===== src/design/rv_isa_pkg.sv =====
package rv_isa_pkg;

    // ------------------------------------------------
    // base opcodes
    // ------------------------------------------------
    typedef enum logic [6:0] {
        op_lui    = 7'b0110111,
        op_auipc  = 7'b0010111,
        op_jal    = 7'b1101111,
        op_jalr   = 7'b1100111,
        op_branch = 7'b1100011,
        op_load   = 7'b0000011,
        op_store  = 7'b0100011,
        op_imm    = 7'b0010011,
        op_reg    = 7'b0110011
    } opcode_e;

    // alu funct3
    localparam logic [2:0] f3_add_sub = 3'b000;
    localparam logic [2:0] f3_sll     = 3'b001;
    localparam logic [2:0] f3_slt     = 3'b010;
    localparam logic [2:0] f3_sltu    = 3'b011;
    localparam logic [2:0] f3_xor     = 3'b100;
    localparam logic [2:0] f3_srl_sra = 3'b101;
    localparam logic [2:0] f3_or      = 3'b110;
    localparam logic [2:0] f3_and     = 3'b111;

    // load/store widths
    localparam logic [2:0] f3_lb_sb = 3'b000;
    localparam logic [2:0] f3_lh_sh = 3'b001;
    localparam logic [2:0] f3_lw_sw = 3'b010;
    localparam logic [2:0] f3_lbu   = 3'b100;
    localparam logic [2:0] f3_lhu   = 3'b101;

    // ------------------------------------------------
    // instruction formats, msb first
    // ------------------------------------------------
    typedef struct packed {
        logic [6:0] funct7;
        logic [4:0] rs2;
        logic [4:0] rs1;
        logic [2:0] funct3;
        logic [4:0] rd;
        logic [6:0] opcode;
    } r_fmt_t;

    typedef struct packed {
        logic [11:0] imm_11_0;
        logic [4:0]  rs1;
        logic [2:0]  funct3;
        logic [4:0]  rd;
        logic [6:0]  opcode;
    } i_fmt_t;

    typedef struct packed {
        logic [6:0] imm_11_5;
        logic [4:0] rs2;
        logic [4:0] rs1;
        logic [2:0] funct3;
        logic [4:0] imm_4_0;
        logic [6:0] opcode;
    } s_fmt_t;

    typedef struct packed {
        logic       imm_12;
        logic [5:0] imm_10_5;
        logic [4:0] rs2;
        logic [4:0] rs1;
        logic [2:0] funct3;
        logic [3:0] imm_4_1;
        logic       imm_11;
        logic [6:0] opcode;
    } b_fmt_t;

    typedef struct packed {
        logic [19:0] imm_31_12;
        logic [4:0]  rd;
        logic [6:0]  opcode;
    } u_fmt_t;

    typedef struct packed {
        logic       imm_20;
        logic [9:0] imm_10_1;
        logic       imm_11;
        logic [7:0] imm_19_12;
        logic [4:0] rd;
        logic [6:0] opcode;
    } j_fmt_t;

    // one word, six views
    typedef union packed {
        r_fmt_t r_fmt;
        i_fmt_t i_fmt;
        s_fmt_t s_fmt;
        b_fmt_t b_fmt;
        u_fmt_t u_fmt;
        j_fmt_t j_fmt;
    } rv_inst_u;

endpackage


===== src/design/id_ctrl_pkg.sv =====
package id_ctrl_pkg;

    // ------------------------------------------------
    // alu operation codes, consumed by execute
    // ------------------------------------------------
    typedef enum logic [4:0] {
        alu_add,
        alu_sub,
        alu_sll,
        alu_slt,
        alu_sltu,
        alu_xor,
        alu_srl,
        alu_sra,
        alu_or,
        alu_and,
        alu_pass_b    // lui
    } alu_op_e;

    // ------------------------------------------------
    // memory access width
    // ------------------------------------------------
    typedef enum logic [2-1:0] {
        mw_none = 2'd0,
        mw_byte = 2'd1,
        mw_half = 2'd2,
        mw_word = 2'd3
    } mem_width_e;

    // all-zero word, opcode 0 is not a valid rv32i opcode
    // so every control decodes inactive
    localparam logic [31:0] inst_bubble = 32'h0000_0000;

endpackage


===== src/design/inst_hold.sv =====
`timescale 1ns/1ps

module inst_hold
    import rv_isa_pkg::*;
    import id_ctrl_pkg::*;
(
    input  logic        clk,
    input  logic        rst_n,
    input  logic        fetch_valid_i,
    input  logic [31:0] fetch_inst_i,
    input  logic        keep_i,
    input  logic        flush_i,
    output rv_inst_u    inst_o
);

    typedef enum logic [1:0] {
        st_pass,    // live fetch goes through
        st_held,    // replay of the buffered fetch
        st_kill     // one bubble after flush
    } hold_state_e;

    hold_state_e state_q, state_d;
    logic [31:0] buf_q;
    logic        full_q, full_d;

    // ------------------------------------------------
    // buffer and full mark
    // ------------------------------------------------
    always_comb begin
        if (keep_i && fetch_valid_i)
            full_d = 1'b1;
        else if (keep_i)
            full_d = full_q;          // hold during stall
        else
            full_d = 1'b0;
    end

    always_ff @(posedge clk or negedge rst_n) begin
        if (!rst_n) begin
            buf_q  <= '0;
            full_q <= 1'b0;
        end else begin
            full_q <= full_d;
            if (keep_i && fetch_valid_i)
                buf_q <= fetch_inst_i;
            else if (!keep_i && flush_i)
                buf_q <= '0;
            else if (!keep_i)
                buf_q <= fetch_inst_i;  // track fetch for a later stall
        end
    end

    // kill wins over a pending replay
    always_comb begin
        if (flush_i)
            state_d = st_kill;
        else if (full_d)
            state_d = st_held;
        else
            state_d = st_pass;
    end

    always_ff @(posedge clk or negedge rst_n) begin
        if (!rst_n)
            state_q <= st_pass;
        else
            state_q <= state_d;
    end

    // ------------------------------------------------
    // instruction seen by decode
    // ------------------------------------------------
    always_comb begin
        case (state_q)
            st_kill: inst_o = inst_bubble;
            st_held: inst_o = buf_q;
            default: begin
                if (keep_i)
                    inst_o = buf_q;
                else
                    inst_o = fetch_valid_i ? fetch_inst_i : inst_bubble;
            end
        endcase
    end

    a_flush_bubble: assert property (
        @(posedge clk) disable iff (!rst_n) flush_i |=> (inst_o == inst_bubble)
    ) else $error("no bubble after flush");

    a_full_needs_keep: assert property (
        @(posedge clk) disable iff (!rst_n) !keep_i |=> !$rose(full_q)
    ) else $error("buffer filled without keep");

endmodule


===== src/design/ctrl_unit.sv =====
`timescale 1ns/1ps

module ctrl_unit
    import rv_isa_pkg::*;
    import id_ctrl_pkg::*;
(
    input  rv_inst_u   inst_i,
    output alu_op_e    alu_op_o,
    output logic       reg_we_o,
    output logic       op_b_imm_o,
    output logic       mem_en_o,
    output logic       mem_rd_o,
    output mem_width_e mem_width_o,
    output logic       mem_unsigned_o,
    output logic       rs1_re_o,
    output logic       rs2_re_o,
    output logic       branch_o,
    output logic       jump_o
);

    // funct3 to alu op, alt picks sub/sra
    function automatic alu_op_e alu_dec(input logic [2:0] f3, input logic sub_i,
                                        input logic sra_i);
        case (f3)
            f3_add_sub: alu_dec = sub_i ? alu_sub : alu_add;
            f3_sll:     alu_dec = alu_sll;
            f3_slt:     alu_dec = alu_slt;
            f3_sltu:    alu_dec = alu_sltu;
            f3_xor:     alu_dec = alu_xor;
            f3_srl_sra: alu_dec = sra_i ? alu_sra : alu_srl;
            f3_or:      alu_dec = alu_or;
            default:    alu_dec = alu_and;
        endcase
    endfunction

    logic [2:0]  funct3;
    logic        f7_alt;
    logic        imm_alt;      // bit 30 inside the i-format immediate
    mem_width_e  mem_w;
    logic        mem_u;

    assign funct3  = inst_i.r_fmt.funct3;
    assign f7_alt  = inst_i.r_fmt.funct7[5];
    assign imm_alt = inst_i.i_fmt.imm_11_0[10];

    // ------------------------------------------------
    // load/store width and sign
    // ------------------------------------------------
    always_comb begin
        mem_u = 1'b0;
        case (funct3)
            f3_lb_sb: mem_w = mw_byte;
            f3_lh_sh: mem_w = mw_half;
            f3_lw_sw: mem_w = mw_word;
            f3_lbu: begin
                mem_w = mw_byte;
                mem_u = 1'b1;
            end
            f3_lhu: begin
                mem_w = mw_half;
                mem_u = 1'b1;
            end
            default:  mem_w = mw_none;
        endcase
    end

    // ------------------------------------------------
    // main decode, bubble falls to default
    // ------------------------------------------------
    always_comb begin
        alu_op_o       = alu_add;
        reg_we_o       = 1'b0;
        op_b_imm_o     = 1'b0;
        mem_en_o       = 1'b0;
        mem_rd_o       = 1'b0;
        mem_width_o    = mw_none;
        mem_unsigned_o = 1'b0;
        rs1_re_o       = 1'b0;
        rs2_re_o       = 1'b0;
        branch_o       = 1'b0;
        jump_o         = 1'b0;
        case (inst_i.r_fmt.opcode)
            op_lui: begin
                alu_op_o   = alu_pass_b;
                reg_we_o   = 1'b1;
                op_b_imm_o = 1'b1;
            end
            op_auipc: begin
                reg_we_o   = 1'b1;
                op_b_imm_o = 1'b1;
            end
            op_jal: begin
                reg_we_o = 1'b1;    // link = pc + 4
                jump_o   = 1'b1;
            end
            op_jalr: begin
                reg_we_o = 1'b1;
                rs1_re_o = 1'b1;
                jump_o   = 1'b1;
            end
            op_branch: begin
                alu_op_o = alu_sub;
                rs1_re_o = 1'b1;
                rs2_re_o = 1'b1;
                branch_o = 1'b1;
            end
            op_load: begin
                reg_we_o       = 1'b1;
                op_b_imm_o     = 1'b1;
                rs1_re_o       = 1'b1;
                mem_en_o       = 1'b1;
                mem_rd_o       = 1'b1;
                mem_width_o    = mem_w;
                mem_unsigned_o = mem_u;
            end
            op_store: begin
                op_b_imm_o  = 1'b1;
                rs1_re_o    = 1'b1;
                rs2_re_o    = 1'b1;
                mem_en_o    = 1'b1;
                mem_width_o = mem_w;
            end
            op_imm: begin
                alu_op_o   = alu_dec(funct3, 1'b0, imm_alt);  // no subi
                reg_we_o   = 1'b1;
                op_b_imm_o = 1'b1;
                rs1_re_o   = 1'b1;
            end
            op_reg: begin
                alu_op_o = alu_dec(funct3, f7_alt, f7_alt);
                reg_we_o = 1'b1;
                rs1_re_o = 1'b1;
                rs2_re_o = 1'b1;
            end
            default: ;
        endcase
    end

    always_comb begin
        a_rd_needs_en: assert (!mem_rd_o || mem_en_o)
            else $error("mem_rd without mem_en");
    end

endmodule


===== src/design/imm_gen.sv =====
`timescale 1ns/1ps

module imm_gen
    import rv_isa_pkg::*;
(
    input  rv_inst_u    inst_i,
    output logic [31:0] imm_o
);

    // ------------------------------------------------
    // format select by opcode
    // ------------------------------------------------
    always_comb begin
        case (inst_i.r_fmt.opcode)
            op_imm, op_load, op_jalr: begin
                imm_o = {{20{inst_i.i_fmt.imm_11_0[11]}}, inst_i.i_fmt.imm_11_0};
            end
            op_store: begin
                imm_o = {{20{inst_i.s_fmt.imm_11_5[6]}},
                         inst_i.s_fmt.imm_11_5,
                         inst_i.s_fmt.imm_4_0};
            end
            op_branch: begin
                // lsb always zero, halfword aligned
                imm_o = {{19{inst_i.b_fmt.imm_12}},
                         inst_i.b_fmt.imm_12,
                         inst_i.b_fmt.imm_11,
                         inst_i.b_fmt.imm_10_5,
                         inst_i.b_fmt.imm_4_1,
                         1'b0};
            end
            op_lui, op_auipc: begin
                imm_o = {inst_i.u_fmt.imm_31_12, 12'h000};
            end
            op_jal: begin
                imm_o = {{11{inst_i.j_fmt.imm_20}},
                         inst_i.j_fmt.imm_20,
                         inst_i.j_fmt.imm_19_12,
                         inst_i.j_fmt.imm_11,
                         inst_i.j_fmt.imm_10_1,
                         1'b0};
            end
            default: imm_o = '0;    // reg ops and bubble
        endcase
    end

endmodule


===== src/design/operand_sel.sv =====
`timescale 1ns/1ps

module operand_sel
    import rv_isa_pkg::*;
(
    input  rv_inst_u    inst_i,
    input  logic [31:0] pc_i,
    input  logic [31:0] imm_i,
    input  logic        op_b_imm_i,
    input  logic [31:0] rs1_rdata_i,
    input  logic [31:0] rs2_rdata_i,
    input  logic        fwd1_sel_i,
    input  logic        fwd2_sel_i,
    input  logic [31:0] fwd1_data_i,
    input  logic [31:0] fwd2_data_i,
    output logic [31:0] op_a_o,
    output logic [31:0] op_b_o,
    output logic [31:0] store_data_o,
    output logic [31:0] branch_target_o,
    output logic [31:0] jump_target_o
);

    logic [6:0]  opcode;
    logic [2:0]  funct3;
    logic        is_jump;
    logic        is_shift_imm;
    logic [31:0] rs1_val;
    logic [31:0] rs2_val;

    assign opcode       = inst_i.i_fmt.opcode;
    assign funct3       = inst_i.i_fmt.funct3;
    assign is_jump      = (opcode == op_jal) || (opcode == op_jalr);
    assign is_shift_imm = (opcode == op_imm) && ((funct3 == f3_sll) || (funct3 == f3_srl_sra));

    // ------------------------------------------------
    // forwarding
    // ------------------------------------------------
    assign rs1_val = fwd1_sel_i ? fwd1_data_i : rs1_rdata_i;
    assign rs2_val = fwd2_sel_i ? fwd2_data_i : rs2_rdata_i;

    always_comb begin
        if (opcode == op_lui)
            op_a_o = '0;
        else if ((opcode == op_auipc) || is_jump)
            op_a_o = pc_i;
        else
            op_a_o = rs1_val;
    end

    always_comb begin
        if (is_jump)
            op_b_o = 32'd4;                                   // link address
        else if (is_shift_imm)
            op_b_o = {27'd0, inst_i.i_fmt.imm_11_0[4:0]};     // shamt only
        else if (op_b_imm_i)
            op_b_o = imm_i;
        else
            op_b_o = rs2_val;
    end

    assign store_data_o    = rs2_val;
    assign branch_target_o = pc_i + imm_i;
    // jalr takes rs1 as base
    assign jump_target_o   = (opcode == op_jal) ? (pc_i + imm_i) : (rs1_val + imm_i);

endmodule


===== src/design/decode_stage.sv =====
`timescale 1ns/1ps

module decode_stage
    import rv_isa_pkg::*;
    import id_ctrl_pkg::*;
(
    input  logic        clk,
    input  logic        rst_n,
    input  logic [31:0] pc_i,
    input  logic        fetch_valid_i,
    input  logic [31:0] fetch_inst_i,
    input  logic        keep_i,
    input  logic        flush_i,
    input  logic [31:0] rs1_rdata_i,
    input  logic [31:0] rs2_rdata_i,
    input  logic        fwd1_sel_i,
    input  logic        fwd2_sel_i,
    input  logic [31:0] fwd1_data_i,
    input  logic [31:0] fwd2_data_i,
    output logic [4:0]  rs1_addr_o,
    output logic [4:0]  rs2_addr_o,
    output logic [4:0]  rd_addr_o,
    output logic        rs1_re_o,
    output logic        rs2_re_o,
    output logic [31:0] op_a_o,
    output logic [31:0] op_b_o,
    output alu_op_e     alu_op_o,
    output logic        reg_we_o,
    output logic        mem_en_o,
    output logic        mem_rd_o,
    output mem_width_e  mem_width_o,
    output logic        mem_unsigned_o,
    output logic [31:0] store_data_o,
    output logic        branch_o,
    output logic [31:0] branch_target_o,
    output logic        jump_o,
    output logic [31:0] jump_target_o
);

    rv_inst_u    cur_inst;   // held or live instruction
    logic        op_b_imm;
    logic [31:0] imm;

    // register addresses straight from the r view
    assign rs1_addr_o = cur_inst.r_fmt.rs1;
    assign rs2_addr_o = cur_inst.r_fmt.rs2;
    assign rd_addr_o  = cur_inst.r_fmt.rd;

    inst_hold u_inst_hold (
        .clk           (clk),
        .rst_n         (rst_n),
        .fetch_valid_i (fetch_valid_i),
        .fetch_inst_i  (fetch_inst_i),
        .keep_i        (keep_i),
        .flush_i       (flush_i),
        .inst_o        (cur_inst)
    );

    ctrl_unit u_ctrl_unit (
        .inst_i         (cur_inst),
        .alu_op_o       (alu_op_o),
        .reg_we_o       (reg_we_o),
        .op_b_imm_o     (op_b_imm),
        .mem_en_o       (mem_en_o),
        .mem_rd_o       (mem_rd_o),
        .mem_width_o    (mem_width_o),
        .mem_unsigned_o (mem_unsigned_o),
        .rs1_re_o       (rs1_re_o),
        .rs2_re_o       (rs2_re_o),
        .branch_o       (branch_o),
        .jump_o         (jump_o)
    );

    imm_gen u_imm_gen (
        .inst_i (cur_inst),
        .imm_o  (imm)
    );

    operand_sel u_operand_sel (
        .inst_i          (cur_inst),
        .pc_i            (pc_i),
        .imm_i           (imm),
        .op_b_imm_i      (op_b_imm),
        .rs1_rdata_i     (rs1_rdata_i),
        .rs2_rdata_i     (rs2_rdata_i),
        .fwd1_sel_i      (fwd1_sel_i),
        .fwd2_sel_i      (fwd2_sel_i),
        .fwd1_data_i     (fwd1_data_i),
        .fwd2_data_i     (fwd2_data_i),
        .op_a_o          (op_a_o),
        .op_b_o          (op_b_o),
        .store_data_o    (store_data_o),
        .branch_target_o (branch_target_o),
        .jump_target_o   (jump_target_o)
    );

endmodule


===== config.mk =====
export PLATFORM = sky130hd
export DESIGN_NAME = decode_stage
export DESIGN_NICKNAME = d
export VERILOG_FILES = /design/src/design/rv_isa_pkg.sv /design/src/design/id_ctrl_pkg.sv /design/src/design/inst_hold.sv /design/src/design/ctrl_unit.sv /design/src/design/imm_gen.sv /design/src/design/operand_sel.sv /design/src/design/decode_stage.sv
export SDC_FILE = /design/constraint.sdc
export NUM_CORES = 1
export LEC_CHECK = 0
export BUFFER_PORTS_ARGS = -buffer_cell sky130_fd_sc_hd__buf_2
export CORE_AREA = 2 2 149 151
export CTS_BUF_LIST = sky130_fd_sc_hd__clkbuf_8
export CTS_CLUSTER_DIAMETER = 30
export CTS_CLUSTER_SIZE = 14
export DETAILED_ROUTE_END_ITERATION = 7
export DIE_AREA = 0 0 151 153
export GPL_TIMING_DRIVEN = 1
export PLACE_DENSITY = 0.76
export SYNTH_ARGS = -nofsm -noshare
export SYNTH_HDL_FRONTEND = slang
export SYNTH_SLANG_ARGS = --single-unit

===== constraint.sdc =====
create_clock -name clk -period 19.3 [get_ports clk]
set_input_delay 3.86 -clock clk [delete_from_list [all_inputs] [get_ports clk]]
set_output_delay 3.86 -clock clk [all_outputs]
set_load 0.05 [all_outputs]

==> out/results.ini <==
[sta]
rsz0062_at_grt=false
maxSlewViolCount=0
fin_setup_tns_ps=0
finalClockSkew_ps=0.0221
final-setup-viol-count=0
worst_slew_pin_slew_ps=983
final_hold_viol_count=0
slew-limit-headroom_pct=34.5
max_freq_mhz=71.7
period_share_pct=72.3
period_minus_slack_ps=13950

[logic_synthesis]
ys_ff_latch=35
synth_edf_count=0
avgSynthCellArea_sq_um=7.24
async_flop_share_pct=100
synth.largest_area_cell=dfrtp_1
synthCells=1072
yosysMostFrequentCell=nand2_1
yosysWarnings=0
yosys-top-cells-count=nand2_1 (163), a21oi_1 (121), nor2_1 (95)
synthDistinctLibCells=92
synth_ff_type=dfrtp_1
synth_top_area_share_pct=11.3
ys_seq_area_share_pct=11.3
syn_area_sq_mm=0.00776
synth_nets=1332
yosys-top-cells-area=dfrtp_1 (11%), mux2_2 (9.6%), ha_1 (9.5%)

[power_and_ir_drop]
power.share.sequential_pct=19.2
power_mw=0.435
clockPowerShare_pct=12.6
pwr-share-comb_pct=68.3
powerDensity_mw_per_mm2=43.5
switching_share_pct=56.8
intPower_mw=0.188
power_leakage_nw=5.31
p_sw_mw=0.247
vdd_ir_drop_max_uv=53.0

[cts]
clock-sinks=35
cts_buffer_depth=2
post_cts_resize_count=0
cts_tree=yes
cts_buffers=5
root_buffer=clkbuf_8
path_clk_slew_ps=70
clock_latency_ps=300
cts_hold_buffers=0
post-cts-setup-buffer-count=0
cts_max_level=2

[worst_setup_path]
critPathMaxFanout=27
cp_common_cell=nor2_1
worstPathArrival_ps=10090
critPathMaxStageDelay_ps=630
slowest_stage=nor2_1
critPathKind=in2out
crit_path_cell_trace=buf_2 > and3b_1 > a32oi_2 > nor2_1 > a22o_4 > nor2_1 > nor2_1 > ha_1 > or3_1 > o211ai_1 > a21oi_1 > o31ai_1 > nor2_1 > o41ai_2 > o31ai_2 > a21oi_1 > nand3_1 > a2111o_1 > nand4_2 > xor2_1 > buf_2
start_kind=primary input
crit_required_ps=15440
end_kind=output port

[cells_and_area]
final_nets=1679
multiInputGateArea_sq_mm=0.00650
fillCellCount=2239
drive_gt1_share_pct=36.7
fin_util_pct=46.5
ff_latch_area_sq_um=876
stdcell_count=1703
syn_to_final_growth_pct=28.8

[global_route]
globalRouteOverflowTotal=0
grt_pass1_vias=9054
use_met3_pct=3.28
gr-max-usage-layer=met2
use_met2_pct=46.1
track_usage_pct=28.3
grt_pass1_wl_um=51200
antenna_found_initial=3
grt_max_degree=47
grtUsageMet1_pct=38.6

[flow_run]
cap_viol_max_count=0

[drt]
drt_pre_antenna_iters=5
drc=0
ant_nets=0
num_vias=9475
drt_iter0_markers=659
drt_wl_total_um=34300
vias_per_cell=5.56
wire_per_inst_um=20.1

[floorplanning]
rows=54
io_pins=389
start_util_pct=36.1
fp.coreArea_sq_mm=0.0215
dieArea_sq_mm=0.0231
die_w_um=151
die_h_um=153

[placement]
dp_hpwl_um=28100
dpl.cell_count=1692
io_buffers=387
gp_congestion=0.932

[worst_hold_path]
hp-class=reg2reg

[run_status]
status=finished, final reports clean

[critical path: cells and delay by family]
family,cells,cell delay (ps)
adders and majority gates,1,260
and+or+nand+nor,8,2120
xor gates and xnor gates,1,160
buffers and inverters,2,700
AOI/OAI and AO/OA,9,2970
[metal layers]
layer / vias to the layer above / wire (um)
met3: 58 / 2790
met4: 0 / 1090
met2: 498 / 15600
met5: - / 0
li1: 4540 / -
met1: 4379 / 14700
[sequential cells by signal (all words and copies together) (netlist names)]
| signal | flops |
|---|---|
| u_inst_hold.buf_q | 32 |
| u_inst_hold.state_q | 2 |
| u_inst_hold.full_q | 1 |
[power by group through the flow]
stage                     combinational (mW)  clock, mW  sequential (mW)
after floorplan                        0.212          0           0.0835
after global placement                 0.293          0           0.0842
after detailed placement               0.295          0           0.0847
after CTS                              0.296     0.0551           0.0832
after global routing                   0.314     0.0576           0.0841
final                                  0.297     0.0547           0.0834
[metrics by stage]
step                      hold WS (ps)  area [sq um]  setup slack (ps)
final                              477         10000              5350
after global routing               498         10000              4880
after CTS                          484          9990              5480
after detailed placement           468          9910              5530
after global placement             454          9910              5630
after floorplan                    442          7760              5690
[area by class of cell]
cell class / instances / share of cell area, %
multi-input cells: 940 / 65.0
repair buffers: 401 / 20.4
flip-flops and latches: 35 / 8.76
well taps: 280 / 3.50
inverters: 36 / 1.35
clock buffers: 5 / 0.688
clock inverters: 3 / 0.163
diodes: 3 / 0.0751
[cells by family after synthesis]
group / after synthesis / synth area share [%]
and+or+nand+nor: 385 / 23.4
AOI/OAI and AO/OA: 324 / 27.7
muxes: 104 / 14.5
buffers and inverters: 97 / 5.51
adders and majority gates: 64 / 10.4
xor gates and xnor gates: 62 / 7.09
DFF: 35 / 11.3
other: 1 / 0.0483
[worst paths after layout]
kind,startpoint,endpoint,slack [ps],cells past startpoint
worst max-delay path,keep_i,jump_target_o[31],5350,21
worst min-delay path,u_inst_hold.full_q,u_inst_hold.full_q,480,1
worst max register to register,u_inst_hold.full_q,u_inst_hold.state_q[0],18530,2
worst min register to register,u_inst_hold.full_q,u_inst_hold.full_q,480,1
max in group asynchronous,rst_n,u_inst_hold.buf_q[8],15140,1
min in group asynchronous,rst_n,u_inst_hold.buf_q[6],3640,1
[cell usage in the layout (no fill, tap or decap), types with 4 or more instances in the layout]
| cell | n |
|---|---|
| mux2i_1 | 37 |
| a21oi_1 | 120 |
| a31oi_1 | 7 |
| o31ai_1 | 6 |
| a22oi_1 | 26 |
| a21o_1 | 18 |
| mux2_2 | 66 |
| dfrtp_1 | 35 |
| or3_1 | 9 |
| clkbuf_8 | 5 |
| nand2b_1 | 29 |
| ha_1 | 59 |
| a21boi_0 | 4 |
| a211oi_1 | 7 |
| nand2_1 | 163 |
| o21bai_1 | 6 |
| o211ai_1 | 4 |
| a22o_1 | 10 |
| xor2_1 | 23 |
| o21ai_0 | 59 |
| buf_2 | 387 |
| nand3_1 | 21 |
| and3_1 | 8 |
| nor2_1 | 94 |
| o22ai_1 | 4 |
| inv_1 | 37 |
| xnor2_1 | 38 |
| nor3_1 | 14 |
| o21ai_1 | 4 |
| nor2b_1 | 11 |
| buf_4 | 14 |
| and2_1 | 5 |
| o21a_1 | 8 |
Power figures use the tool's default switching activity.
